### src/uart_rx_pkg.sv
// ********************
// Shared sizes, state and register encodings for the UART receive subsystem
// Every RTL file refers to these by scoped name
// ********************
`default_nettype none

package uart_rx_pkg;

	// ********************
	// Channel and FIFO sizes
	// ********************
	localparam int NUM_CH     = 4;
	localparam int FIFO_DEPTH = 16;
	localparam int FIFO_PTR_W = 4;
	localparam int FIFO_CNT_W = 5;

	// Entry is data in the upper bits, error flags in the lower bits
	localparam int DATA_W     = 8;
	localparam int FLAG_W     = 3;
	localparam int FIFO_WIDTH = DATA_W + FLAG_W;
	localparam int FLAG_BRK   = 2;
	localparam int FLAG_FRM   = 1;
	localparam int FLAG_PAR   = 0;

	// Baud timing
	localparam int DIV_W      = 16;
	localparam int DIV_RESET  = 3;
	localparam int OVERSAMPLE = 16;
	localparam int OS_CNT_W   = $clog2(OVERSAMPLE);
	localparam int MID_TICK   = OVERSAMPLE / 2;

	// ********************
	// APB address map
	// ********************
	localparam int APB_ADDR_W = 7;
	localparam int APB_DATA_W = 32;
	localparam logic [APB_ADDR_W-1:0] DIV_ADDR = 7'h40;
	// Channel in paddr[5:4], register in paddr[3:2]
	localparam int CH_SEL_HI  = 5;
	localparam int CH_SEL_LO  = 4;
	localparam int REG_SEL_HI = 3;
	localparam int REG_SEL_LO = 2;

	typedef enum logic [2:0] {
		rx_idle,
		rx_start,
		rx_data,
		rx_parity,
		rx_stop,
		rx_wait_idle
	} rx_state_e;

	typedef enum logic [1:0] {
		reg_rbr = 2'd0,
		reg_lsr = 2'd1,
		reg_fcr = 2'd2
	} reg_off_e;

endpackage

`default_nettype wire

### src/uart_baud_gen.sv
// ********************
// Oversample tick generator shared by all receive channels
// Tick is one cycle wide, once every divisor+1 clocks
// ********************
`timescale 1ns/1ps
`default_nettype none

module uart_baud_gen (
	input  wire                          rvx_port_08,
	input  wire                          rvx_port_06,
	input  wire [uart_rx_pkg::DIV_W-1:0] divisor,
	output logic                         tick
);

	logic [uart_rx_pkg::DIV_W-1:0] cnt;

	// Down-counter, divisor is sampled only on wrap
	always_ff @(posedge rvx_port_08 or posedge rvx_port_06)
	begin
		if (rvx_port_06)
		begin
			cnt  <= '0;
			tick <= 1'b0;
		end
		else if (cnt == '0)
		begin
			cnt  <= divisor;
			tick <= 1'b1;
		end
		else
		begin
			cnt  <= cnt - 1'b1;
			tick <= 1'b0;
		end
	end

endmodule

`default_nettype wire

### src/uart_rx_deser.sv
// ********************
// Serial receiver for one channel, fixed 8E1 frames
// Produces one FIFO entry per frame with break, framing and parity flags
// ********************
`timescale 1ns/1ps
`default_nettype none

module uart_rx_deser (
	input  wire                               rvx_port_08,
	input  wire                               rvx_port_06,
	input  wire                               tick,
	input  wire                               rx,
	output logic                              push,
	output logic [uart_rx_pkg::FIFO_WIDTH-1:0] push_data
);

	uart_rx_pkg::rx_state_e state;

	logic                                rx_meta;
	logic                                rx_sync;
	logic [uart_rx_pkg::OS_CNT_W-1:0]    os_cnt;
	logic [2:0]                          bit_idx;
	logic [uart_rx_pkg::DATA_W-1:0]      data_sr;
	logic                                par_bit;
	logic                                bit_mid;
	logic                                brk;
	logic                                frm;
	logic                                par_err;

	// Last tick of a bit period, counted from the start-bit midpoint
	assign bit_mid = (os_cnt == uart_rx_pkg::OS_CNT_W'(uart_rx_pkg::OVERSAMPLE - 1));

	// ********************
	// Control FSM
	// ********************
	always_ff @(posedge rvx_port_08 or posedge rvx_port_06)
	begin
		if (rvx_port_06)
		begin
			rx_meta <= 1'b1;
			rx_sync <= 1'b1;
			state   <= uart_rx_pkg::rx_idle;
			os_cnt  <= '0;
			bit_idx <= '0;
		end
		else
		begin
			rx_meta <= rx;
			rx_sync <= rx_meta;
			if (tick)
			begin
				os_cnt <= os_cnt + 1'b1;
				case (state)
					uart_rx_pkg::rx_idle:
					begin
						os_cnt <= '0;
						if (!rx_sync)
							state <= uart_rx_pkg::rx_start;
					end
					uart_rx_pkg::rx_start:
					begin
						// False start if the line went back high by mid-bit
						if (os_cnt == uart_rx_pkg::OS_CNT_W'(uart_rx_pkg::MID_TICK - 1))
						begin
							os_cnt  <= '0;
							bit_idx <= '0;
							state   <= rx_sync ? uart_rx_pkg::rx_idle : uart_rx_pkg::rx_data;
						end
					end
					uart_rx_pkg::rx_data:
					begin
						if (bit_mid)
						begin
							bit_idx <= bit_idx + 1'b1;
							if (bit_idx == 3'(uart_rx_pkg::DATA_W - 1))
								state <= uart_rx_pkg::rx_parity;
						end
					end
					uart_rx_pkg::rx_parity:
					begin
						if (bit_mid)
							state <= uart_rx_pkg::rx_stop;
					end
					uart_rx_pkg::rx_stop:
					begin
						if (bit_mid)
							state <= rx_sync ? uart_rx_pkg::rx_idle : uart_rx_pkg::rx_wait_idle;
					end
					uart_rx_pkg::rx_wait_idle:
					begin
						// Hold here through a break until the line idles high
						os_cnt <= '0;
						if (rx_sync)
							state <= uart_rx_pkg::rx_idle;
					end
					default:
						state <= uart_rx_pkg::rx_idle;
				endcase
			end
		end
	end

	// Data shift register, LSB first
	always_ff @(posedge rvx_port_08)
	begin
		if (tick && bit_mid)
		begin
			if (state == uart_rx_pkg::rx_data)
				data_sr <= {rx_sync, data_sr[uart_rx_pkg::DATA_W-1:1]};
			if (state == uart_rx_pkg::rx_parity)
				par_bit <= rx_sync;
		end
	end

	// ********************
	// Entry build, valid in the stop-bit sample cycle
	// ********************
	assign par_err = par_bit != (^data_sr);
	assign frm     = !rx_sync;
	assign brk     = !rx_sync && !par_bit && (data_sr == '0);

	assign push = tick && bit_mid && (state == uart_rx_pkg::rx_stop);

	always_comb
	begin
		push_data = {data_sr, {uart_rx_pkg::FLAG_W{1'b0}}};
		push_data[uart_rx_pkg::FLAG_BRK] = brk;
		push_data[uart_rx_pkg::FLAG_FRM] = frm;
		push_data[uart_rx_pkg::FLAG_PAR] = par_err;
	end

endmodule

`default_nettype wire

### src/uart_rx_fifo.sv
// ********************
// Receive FIFO for one channel, 16 entries of data plus error flags
// Keeps a count, a sticky overflow and an error summary of held entries
// ********************
`timescale 1ns/1ps
`default_nettype none

module uart_rx_fifo (
	input  wire                                rvx_port_08,
	input  wire                                rvx_port_06,
	input  wire                                push,
	input  wire  [uart_rx_pkg::FIFO_WIDTH-1:0] push_data,
	input  wire                                pop,
	input  wire                                fifo_clear,
	input  wire                                status_clear,
	output logic [uart_rx_pkg::FIFO_WIDTH-1:0] head,
	output logic [uart_rx_pkg::FIFO_CNT_W-1:0] count,
	output logic                               overflow,
	output logic                               error_any
);

	logic [uart_rx_pkg::FIFO_WIDTH-1:0] mem [uart_rx_pkg::FIFO_DEPTH];
	logic [uart_rx_pkg::FIFO_PTR_W-1:0] wr_ptr;
	logic [uart_rx_pkg::FIFO_PTR_W-1:0] rd_ptr;
	logic                               full;
	logic                               do_push;
	logic                               do_pop;

	assign full    = (count == uart_rx_pkg::FIFO_CNT_W'(uart_rx_pkg::FIFO_DEPTH));
	assign do_pop  = pop && (count != '0);
	// A full FIFO still accepts a push when it pops in the same cycle
	assign do_push = push && (!full || do_pop);

	// ********************
	// Storage and pointers
	// ********************
	always_ff @(posedge rvx_port_08 or posedge rvx_port_06)
	begin
		if (rvx_port_06)
		begin
			wr_ptr <= '0;
			rd_ptr <= '0;
			count  <= '0;
			for (int i = 0; i < uart_rx_pkg::FIFO_DEPTH; i++)
				mem[i] <= '0;
		end
		else if (fifo_clear)
		begin
			wr_ptr <= '0;
			rd_ptr <= '0;
			count  <= '0;
			for (int i = 0; i < uart_rx_pkg::FIFO_DEPTH; i++)
				mem[i] <= '0;
		end
		else
		begin
			// Zero the popped slot, a push to the same slot wins
			if (do_pop)
			begin
				mem[rd_ptr] <= '0;
				rd_ptr      <= rd_ptr + 1'b1;
			end
			if (do_push)
			begin
				mem[wr_ptr] <= push_data;
				wr_ptr      <= wr_ptr + 1'b1;
			end
			if (do_push && !do_pop)
				count <= count + 1'b1;
			else if (do_pop && !do_push)
				count <= count - 1'b1;
		end
	end

	// Sticky overflow
	always_ff @(posedge rvx_port_08 or posedge rvx_port_06)
	begin
		if (rvx_port_06)
			overflow <= 1'b0;
		else if (fifo_clear || status_clear)
			overflow <= 1'b0;
		else if (push && full && !pop)
			overflow <= 1'b1;
	end

	assign head = mem[rd_ptr];

	// Empty slots are zero, so an OR over every slot covers held entries only
	always_comb
	begin
		error_any = 1'b0;
		for (int i = 0; i < uart_rx_pkg::FIFO_DEPTH; i++)
			error_any = error_any | (|mem[i][uart_rx_pkg::FLAG_W-1:0]);
	end

endmodule

`default_nettype wire

### src/uart_rx_apb_regs.sv
// ********************
// Zero-wait APB slave for the receive channels
// Holds the divisor, muxes per-channel status and pops or clears FIFOs
// ********************
`timescale 1ns/1ps
`default_nettype none

module uart_rx_apb_regs (
	input  wire                                               rvx_port_08,
	input  wire                                               rvx_port_06,
	input  wire                                               psel,
	input  wire                                               penable,
	input  wire                                               pwrite,
	input  wire  [uart_rx_pkg::APB_ADDR_W-1:0]                paddr,
	input  wire  [uart_rx_pkg::APB_DATA_W-1:0]                pwdata,
	output logic [uart_rx_pkg::APB_DATA_W-1:0]                prdata,
	output logic [uart_rx_pkg::DIV_W-1:0]                     divisor,
	input  wire  [uart_rx_pkg::NUM_CH*uart_rx_pkg::FIFO_WIDTH-1:0] fifo_head,
	input  wire  [uart_rx_pkg::NUM_CH*uart_rx_pkg::FIFO_CNT_W-1:0] fifo_count,
	input  wire  [uart_rx_pkg::NUM_CH-1:0]                    fifo_overflow,
	input  wire  [uart_rx_pkg::NUM_CH-1:0]                    fifo_error,
	output logic [uart_rx_pkg::NUM_CH-1:0]                    pop,
	output logic [uart_rx_pkg::NUM_CH-1:0]                    fifo_clear,
	output logic [uart_rx_pkg::NUM_CH-1:0]                    status_clear
);

	localparam int CH_W = uart_rx_pkg::CH_SEL_HI - uart_rx_pkg::CH_SEL_LO + 1;

	uart_rx_pkg::reg_off_e              reg_off;
	logic [CH_W-1:0]                    ch;
	logic                               ch_hit;
	logic                               div_hit;
	logic                               rd_access;
	logic                               wr_access;
	logic [uart_rx_pkg::FIFO_WIDTH-1:0] sel_head;
	logic [uart_rx_pkg::FIFO_CNT_W-1:0] sel_count;
	logic                               sel_empty;

	// ********************
	// Address decode
	// ********************
	assign rd_access = psel && penable && !pwrite;
	assign wr_access = psel && penable && pwrite;

	assign ch      = paddr[uart_rx_pkg::CH_SEL_HI:uart_rx_pkg::CH_SEL_LO];
	assign reg_off = uart_rx_pkg::reg_off_e'(paddr[uart_rx_pkg::REG_SEL_HI:uart_rx_pkg::REG_SEL_LO]);
	// Channel space is the lower half of the map
	assign ch_hit  = !paddr[uart_rx_pkg::APB_ADDR_W-1];
	assign div_hit = (paddr == uart_rx_pkg::DIV_ADDR);

	assign sel_head  = fifo_head[ch*uart_rx_pkg::FIFO_WIDTH +: uart_rx_pkg::FIFO_WIDTH];
	assign sel_count = fifo_count[ch*uart_rx_pkg::FIFO_CNT_W +: uart_rx_pkg::FIFO_CNT_W];
	assign sel_empty = (sel_count == '0);

	// Divisor register
	always_ff @(posedge rvx_port_08 or posedge rvx_port_06)
	begin
		if (rvx_port_06)
			divisor <= uart_rx_pkg::DIV_W'(uart_rx_pkg::DIV_RESET);
		else if (wr_access && div_hit)
			divisor <= pwdata[uart_rx_pkg::DIV_W-1:0];
	end

	// ********************
	// Read mux
	// ********************
	always_comb
	begin
		prdata = '0;
		if (div_hit)
			prdata[uart_rx_pkg::DIV_W-1:0] = divisor;
		else if (ch_hit)
		begin
			case (reg_off)
				uart_rx_pkg::reg_rbr:
				begin
					// Flags move up to bits 10:8, data to 7:0
					if (!sel_empty)
						prdata[uart_rx_pkg::FIFO_WIDTH-1:0] =
							{sel_head[uart_rx_pkg::FLAG_W-1:0],
							 sel_head[uart_rx_pkg::FIFO_WIDTH-1:uart_rx_pkg::FLAG_W]};
				end
				uart_rx_pkg::reg_lsr:
				begin
					prdata[uart_rx_pkg::FIFO_CNT_W+1:0] =
						{fifo_error[ch], fifo_overflow[ch], sel_count};
				end
				default:
					prdata = '0;
			endcase
		end
	end

	// Per-channel strobes, one cycle in the access phase
	always_comb
	begin
		pop          = '0;
		fifo_clear   = '0;
		status_clear = '0;
		if (ch_hit)
		begin
			pop[ch]          = rd_access && (reg_off == uart_rx_pkg::reg_rbr) && !sel_empty;
			status_clear[ch] = rd_access && (reg_off == uart_rx_pkg::reg_lsr);
			fifo_clear[ch]   = wr_access && (reg_off == uart_rx_pkg::reg_fcr) && pwdata[0];
		end
	end

endmodule

`default_nettype wire

### src/uart_rx_top.sv
// ********************
// Four-channel UART receive subsystem with an APB register port
// One baud generator, one receiver and FIFO per channel, one register block
// ********************
`timescale 1ns/1ps
`default_nettype none

module uart_rx_top (
	input  wire                                rvx_port_08,
	input  wire                                rvx_port_06,
	input  wire  [uart_rx_pkg::NUM_CH-1:0]     rx,
	input  wire                                psel,
	input  wire                                penable,
	input  wire                                pwrite,
	input  wire  [uart_rx_pkg::APB_ADDR_W-1:0] paddr,
	input  wire  [uart_rx_pkg::APB_DATA_W-1:0] pwdata,
	output logic [uart_rx_pkg::APB_DATA_W-1:0] prdata
);

	localparam int FW = uart_rx_pkg::FIFO_WIDTH;
	localparam int CW = uart_rx_pkg::FIFO_CNT_W;

	logic                                  tick;
	logic [uart_rx_pkg::DIV_W-1:0]         divisor;
	logic [uart_rx_pkg::NUM_CH-1:0]        push;
	logic [uart_rx_pkg::NUM_CH*FW-1:0]     push_data;
	logic [uart_rx_pkg::NUM_CH*FW-1:0]     head;
	logic [uart_rx_pkg::NUM_CH*CW-1:0]     count;
	logic [uart_rx_pkg::NUM_CH-1:0]        overflow;
	logic [uart_rx_pkg::NUM_CH-1:0]        error_any;
	logic [uart_rx_pkg::NUM_CH-1:0]        pop;
	logic [uart_rx_pkg::NUM_CH-1:0]        fifo_clear;
	logic [uart_rx_pkg::NUM_CH-1:0]        status_clear;

	uart_baud_gen uart_baud_gen_i (
		.rvx_port_08 (rvx_port_08),
		.rvx_port_06 (rvx_port_06),
		.divisor     (divisor),
		.tick        (tick)
	);

	// ********************
	// Receive channels
	// ********************
	for (genvar n = 0; n < uart_rx_pkg::NUM_CH; n++)
	begin : g_ch
		uart_rx_deser uart_rx_deser_i (
			.rvx_port_08 (rvx_port_08),
			.rvx_port_06 (rvx_port_06),
			.tick        (tick),
			.rx          (rx[n]),
			.push        (push[n]),
			.push_data   (push_data[n*FW +: FW])
		);

		uart_rx_fifo uart_rx_fifo_i (
			.rvx_port_08  (rvx_port_08),
			.rvx_port_06  (rvx_port_06),
			.push         (push[n]),
			.push_data    (push_data[n*FW +: FW]),
			.pop          (pop[n]),
			.fifo_clear   (fifo_clear[n]),
			.status_clear (status_clear[n]),
			.head         (head[n*FW +: FW]),
			.count        (count[n*CW +: CW]),
			.overflow     (overflow[n]),
			.error_any    (error_any[n])
		);
	end

	uart_rx_apb_regs uart_rx_apb_regs_i (
		.rvx_port_08   (rvx_port_08),
		.rvx_port_06   (rvx_port_06),
		.psel          (psel),
		.penable       (penable),
		.pwrite        (pwrite),
		.paddr         (paddr),
		.pwdata        (pwdata),
		.prdata        (prdata),
		.divisor       (divisor),
		.fifo_head     (head),
		.fifo_count    (count),
		.fifo_overflow (overflow),
		.fifo_error    (error_any),
		.pop           (pop),
		.fifo_clear    (fifo_clear),
		.status_clear  (status_clear)
	);

endmodule

`default_nettype wire

### config.mk
export PLATFORM = sky130hd
export DESIGN_NAME = uart_rx_top
export DESIGN_NICKNAME = d
export VERILOG_FILES = /design/src/uart_rx_pkg.sv /design/src/uart_baud_gen.sv /design/src/uart_rx_deser.sv /design/src/uart_rx_fifo.sv /design/src/uart_rx_apb_regs.sv /design/src/uart_rx_top.sv
export SDC_FILE = /design/constraint.sdc
export NUM_CORES = 2
export LEC_CHECK = 0
export ABC_CLOCK_PERIOD_IN_PS = 80200
export BUFFER_PORTS_ARGS = -buffer_cell sky130_fd_sc_hd__clkbuf_2
export CAP_MARGIN = 15
export CORE_MARGIN = 2
export CORE_UTILIZATION = 56
export DETAILED_ROUTE_END_ITERATION = 10
export MAX_ROUTING_LAYER = met4
export PLACE_DENSITY_LB_ADDON = 0.3
export SYNTH_ARGS = -nofsm -noshare
export SYNTH_HDL_FRONTEND = slang
export SYNTH_SLANG_ARGS = --single-unit
### constraint.sdc
create_clock -name rvx_port_08 -period 80.2 [get_ports rvx_port_08]
set_input_delay 16.04 -clock rvx_port_08 [delete_from_list [all_inputs] [get_ports rvx_port_08]]
set_output_delay 16.04 -clock rvx_port_08 [all_outputs]
set_load 0.01 [all_outputs]
==> impl_metrics.toml <==
[clocking]
clkLatencyLatePin_ps = 660
cts_buffers = 93
clk_pin_slew_ps = 50
cts_tree = "yes"
hold_buffers = 0
cts.path.max_buffers = 3
root_buffer = "clkbuf_16"
post_cts_buffers = 0
post_cts_resized = 0
cts.sink_count = 877
htreeDepth = 3

[sta]
fmax_mhz = 28.4
rsz0062_at_grt = "no"
tns_ps = 0
clock-skew-final_ps = 30.9
worstMarginPinSlew_ps = 1270
finalHoldViolCount = 0
period_needed_ps = 35230
period_share = 0.439
setup_viol_count_final = 0
slew_viol_final = 0
relSlewSlack = 0.150
fin_hold_ws_ps = 354

[detailed_routing]
vias_per_cell = 6.44
vias = 33508
ant_nets = 0
dr.pass1.iters = 6
routed_wl_mm = 120
drtIter0Drc = 3591
wl_per_cell_um = 23.1
drc = 0

[job]
max_cap_violations = 0

[floorplan]
ios = 80
core_area_mm2 = 0.0772
die_x_um = 283
die_area_mm2 = 0.0800
start_util = 0.564
die_h_um = 283
rows = 102

[critical_path]
worst-path-buf-inv = 3
worst_path_max_delay_cell = "mux4_2"
critPathMaxFanout = 36
crit_family = "simple AND/OR/NAND/NOR gates"
slowest_delay_ps = 640
arrival_ps = 19190
cp.required_ps = 64160
r2r_slack_ps = 75480
crit_type = "primary input to output port"
cp-start-kind = "primary input"
end_kind = "output port"
path_cells = "clkbuf_2 -> buf_4 -> mux4_2 -> nor4_4 -> nand2_1 -> and2_1 -> o21ai_0 -> o21ai_0 -> clkbuf_2"

[global_routing]
grt_pass1_vias = 32635
antenna_found_initial = 5
grt_pass1_wl_mm = 191
grt_max_degree = 170
grtUsageTotal = 0.311
overflow = 0

[power_and_ir_drop]
power_w = 0.000947
ir_worst_vdd_mv = 0.0229
cellPowerDensity_mw_per_mm2 = 19.8
p_leak_nw = 20.4

[synthesis]
synth-seq-cells = 877
synth_edf_count = 36
netlist_instances = 4172
async_flop_share = 0.959
synth.avg_cell_area_um2 = 10.4
ys.flop_type = "dfrtp_1"
synthDistinctLibCells = 70
netlist_area_mm2 = 0.0436
ys_seq_area_frac = 0.508
yosysWarnings = 0

[finish]
regArea_mm2 = 0.0222
n_fill_cell = 6201
area_growth_syn_to_layout_pct = 9.70
stdcell_area_mm2 = 0.0478
num-nets-final = 4213
fin_cells = 5201
multiInputGateArea_mm2 = 0.0196
final_layout_size_suffix_gt1_frac = 0.133

[status]
status = "finished, final reports clean"

[placement]
dp.cells = 5018
place_congestion = 0.970
numPortBuffers = 47
dpl_cell_area_mm2 = 0.0446
dpl.hpwl_mm = 79.0

[hold_path]
hold_class = "flop to flop"
where the power goes:
part           switching [W]  internal (W)
sequential         0.0000101      0.000452
clock               0.000181      0.000258
combinational      0.0000291     0.0000171
total               0.000220      0.000727
layer usage:
metal  vias up  global-route usage  share of wire
li1      15099                   -              -
met1     16799               0.429           0.42
met2      1352               0.452           0.45
met3       258              0.0589          0.081
met4         0               0.134          0.047
met5         -                   -              0
through the flow:
step | setup slack [ps] | util
after floorplan | 40550 | -
after detailed placement | 45090 | 0.577
after CTS | 45090 | 0.618
final | 44970 | 0.619
after global placement | 45140 | 0.577
after global routing | 44930 | 0.619
placed cells by master, fill, tap and decap left out, types with 10 or more instances in the layout:
| cell type | count |
|---|---|
| nand3b_1 | 10 |
| mux4_2 | 133 |
| nor2_1 | 115 |
| ha_1 | 78 |
| o21ai_0 | 685 |
| conb_1 | 16 |
| nand2b_1 | 20 |
| nand2_1 | 216 |
| o211ai_1 | 40 |
| dfrtp_1 | 823 |
| a21oi_1 | 65 |
| nor2b_1 | 42 |
| nor3_1 | 24 |
| nor4_1 | 60 |
| and2_1 | 21 |
| clkinv_2 | 19 |
| xnor2_1 | 38 |
| clkbuf_16 | 98 |
| a211oi_1 | 12 |
| o22ai_1 | 24 |
| buf_4 | 140 |
| nand4_1 | 20 |
| a31oi_1 | 66 |
| inv_1 | 82 |
| mux2_2 | 35 |
| clkbuf_8 | 20 |
| xor2_1 | 23 |
| clkbuf_2 | 48 |
| o2111ai_1 | 31 |
| and3_1 | 14 |
| a41oi_1 | 18 |
| mux2i_1 | 248 |
| dfstp_2 | 10 |
| edfxtp_1 | 36 |
| clkbuf_1 | 20 |
| a22oi_1 | 27 |
| nand3_1 | 625 |
| o21ai_1 | 15 |
worst register-to-register path: stages, from the launching register on:
cell     delay (ps)
dfrtp_2         340
buf_4           460
nand4_1         240
or3b_2          670
nor2_1          800
or2_1           400
ha_1            280
inv_1           100
ha_1            310
nor2b_1         160
o21a_1          170
or3_1           300
a21oi_1         180
xnor2_1         130
nor2_1           50
final timing paths:
check                                                startpoint                         endpoint  depth (start not counted)
worst min register to register  g_ch[0].uart_rx_deser_i.rx_meta  g_ch[0].uart_rx_deser_i.rx_sync                          0
max in group asynchronous                           rvx_port_06   g_ch[1].uart_rx_fifo_i.mem[35]                          5
worst min-delay path            g_ch[0].uart_rx_deser_i.rx_meta  g_ch[0].uart_rx_deser_i.rx_sync                          0
worst max-delay path                                   paddr[4]                        prdata[3]                          9
min in group asynchronous                           rvx_port_06   g_ch[3].uart_rx_fifo_i.mem[52]                          2
worst max register to register             uart_baud_gen_i.tick  g_ch[0].uart_rx_fifo_i.count[4]                         14
area by class of cell:
cell class | count | share of cell area
Antenna cell | 4 | 0.000209
Clock buffer | 138 | 0.0586
Clock inverter | 31 | 0.00670
Inverter | 84 | 0.00675
Multi-Input combinational cell | 2837 | 0.409
Sequential cell | 877 | 0.464
Tap cell | 1040 | 0.0272
Timing Repair Buffer | 190 | 0.0276
logic make-up (layout without fill, tap and decap cells):
family	count (synthesis)	after routing	synth area share
compound gates	1040	1040	0.136
xor+xnor	61	61	0.0123
fa+ha+maj	82	82	0.0242
buf+inv	473	443	0.0448
flops	877	877	0.508
mux	416	416	0.135
other cells	1	20	0.0000861
simple gates	1222	1222	0.140
registers in the layout (all words and copies together), names as in the netlist:
name                          count
g_ch.uart_rx_deser_i.bit_idx     12
g_ch.uart_rx_deser_i.data_sr     32
g_ch.uart_rx_deser_i.os_cnt      16
g_ch.uart_rx_deser_i.par_bit      4
g_ch.uart_rx_deser_i.rx_meta      4
g_ch.uart_rx_deser_i.rx_sync      4
g_ch.uart_rx_deser_i.state       12
g_ch.uart_rx_fifo_i.count        20
g_ch.uart_rx_fifo_i.mem         704
g_ch.uart_rx_fifo_i.overflow      4
g_ch.uart_rx_fifo_i.rd_ptr       16
g_ch.uart_rx_fifo_i.wr_ptr       16
uart_baud_gen_i.cnt              16
uart_baud_gen_i.tick              1
uart_rx_apb_regs_i.divisor       16
Yosys cell counts, types with 14 or more instances:
library cell,number,share of area
xor2_1,23,0.0046
o22ai_1,24,0.0034
nor2b_1,42,0.0060
a41oi_1,18,0.0036
buf_4,23,0.0040
nor3_1,25,0.0029
a22oi_1,27,0.0047
buf_2,61,0.0070
nand2_1,216,0.019
nand3_1,625,0.072
dfrtp_1,831,0.48
nand4_1,20,0.0029
mux4_2,133,0.069
nand2b_1,20,0.0029
edfxtp_1,36,0.025
o2111ai_1,32,0.0064
nor2_1,118,0.010
inv_1,83,0.0072
a21oi_1,65,0.0075
o21ai_1,15,0.0017
clkbuf_1,269,0.023
mux2i_1,248,0.057
and2_1,21,0.0030
mux2_2,35,0.0090
o211ai_1,40,0.0069
xnor2_1,38,0.0076
a31oi_1,66,0.0095
and3_1,14,0.0020
buf_1,34,0.0029
o21ai_0,685,0.079
nor4_1,60,0.0086
ha_1,78,0.022
Note: power is estimated with default switching activity, not from simulation.
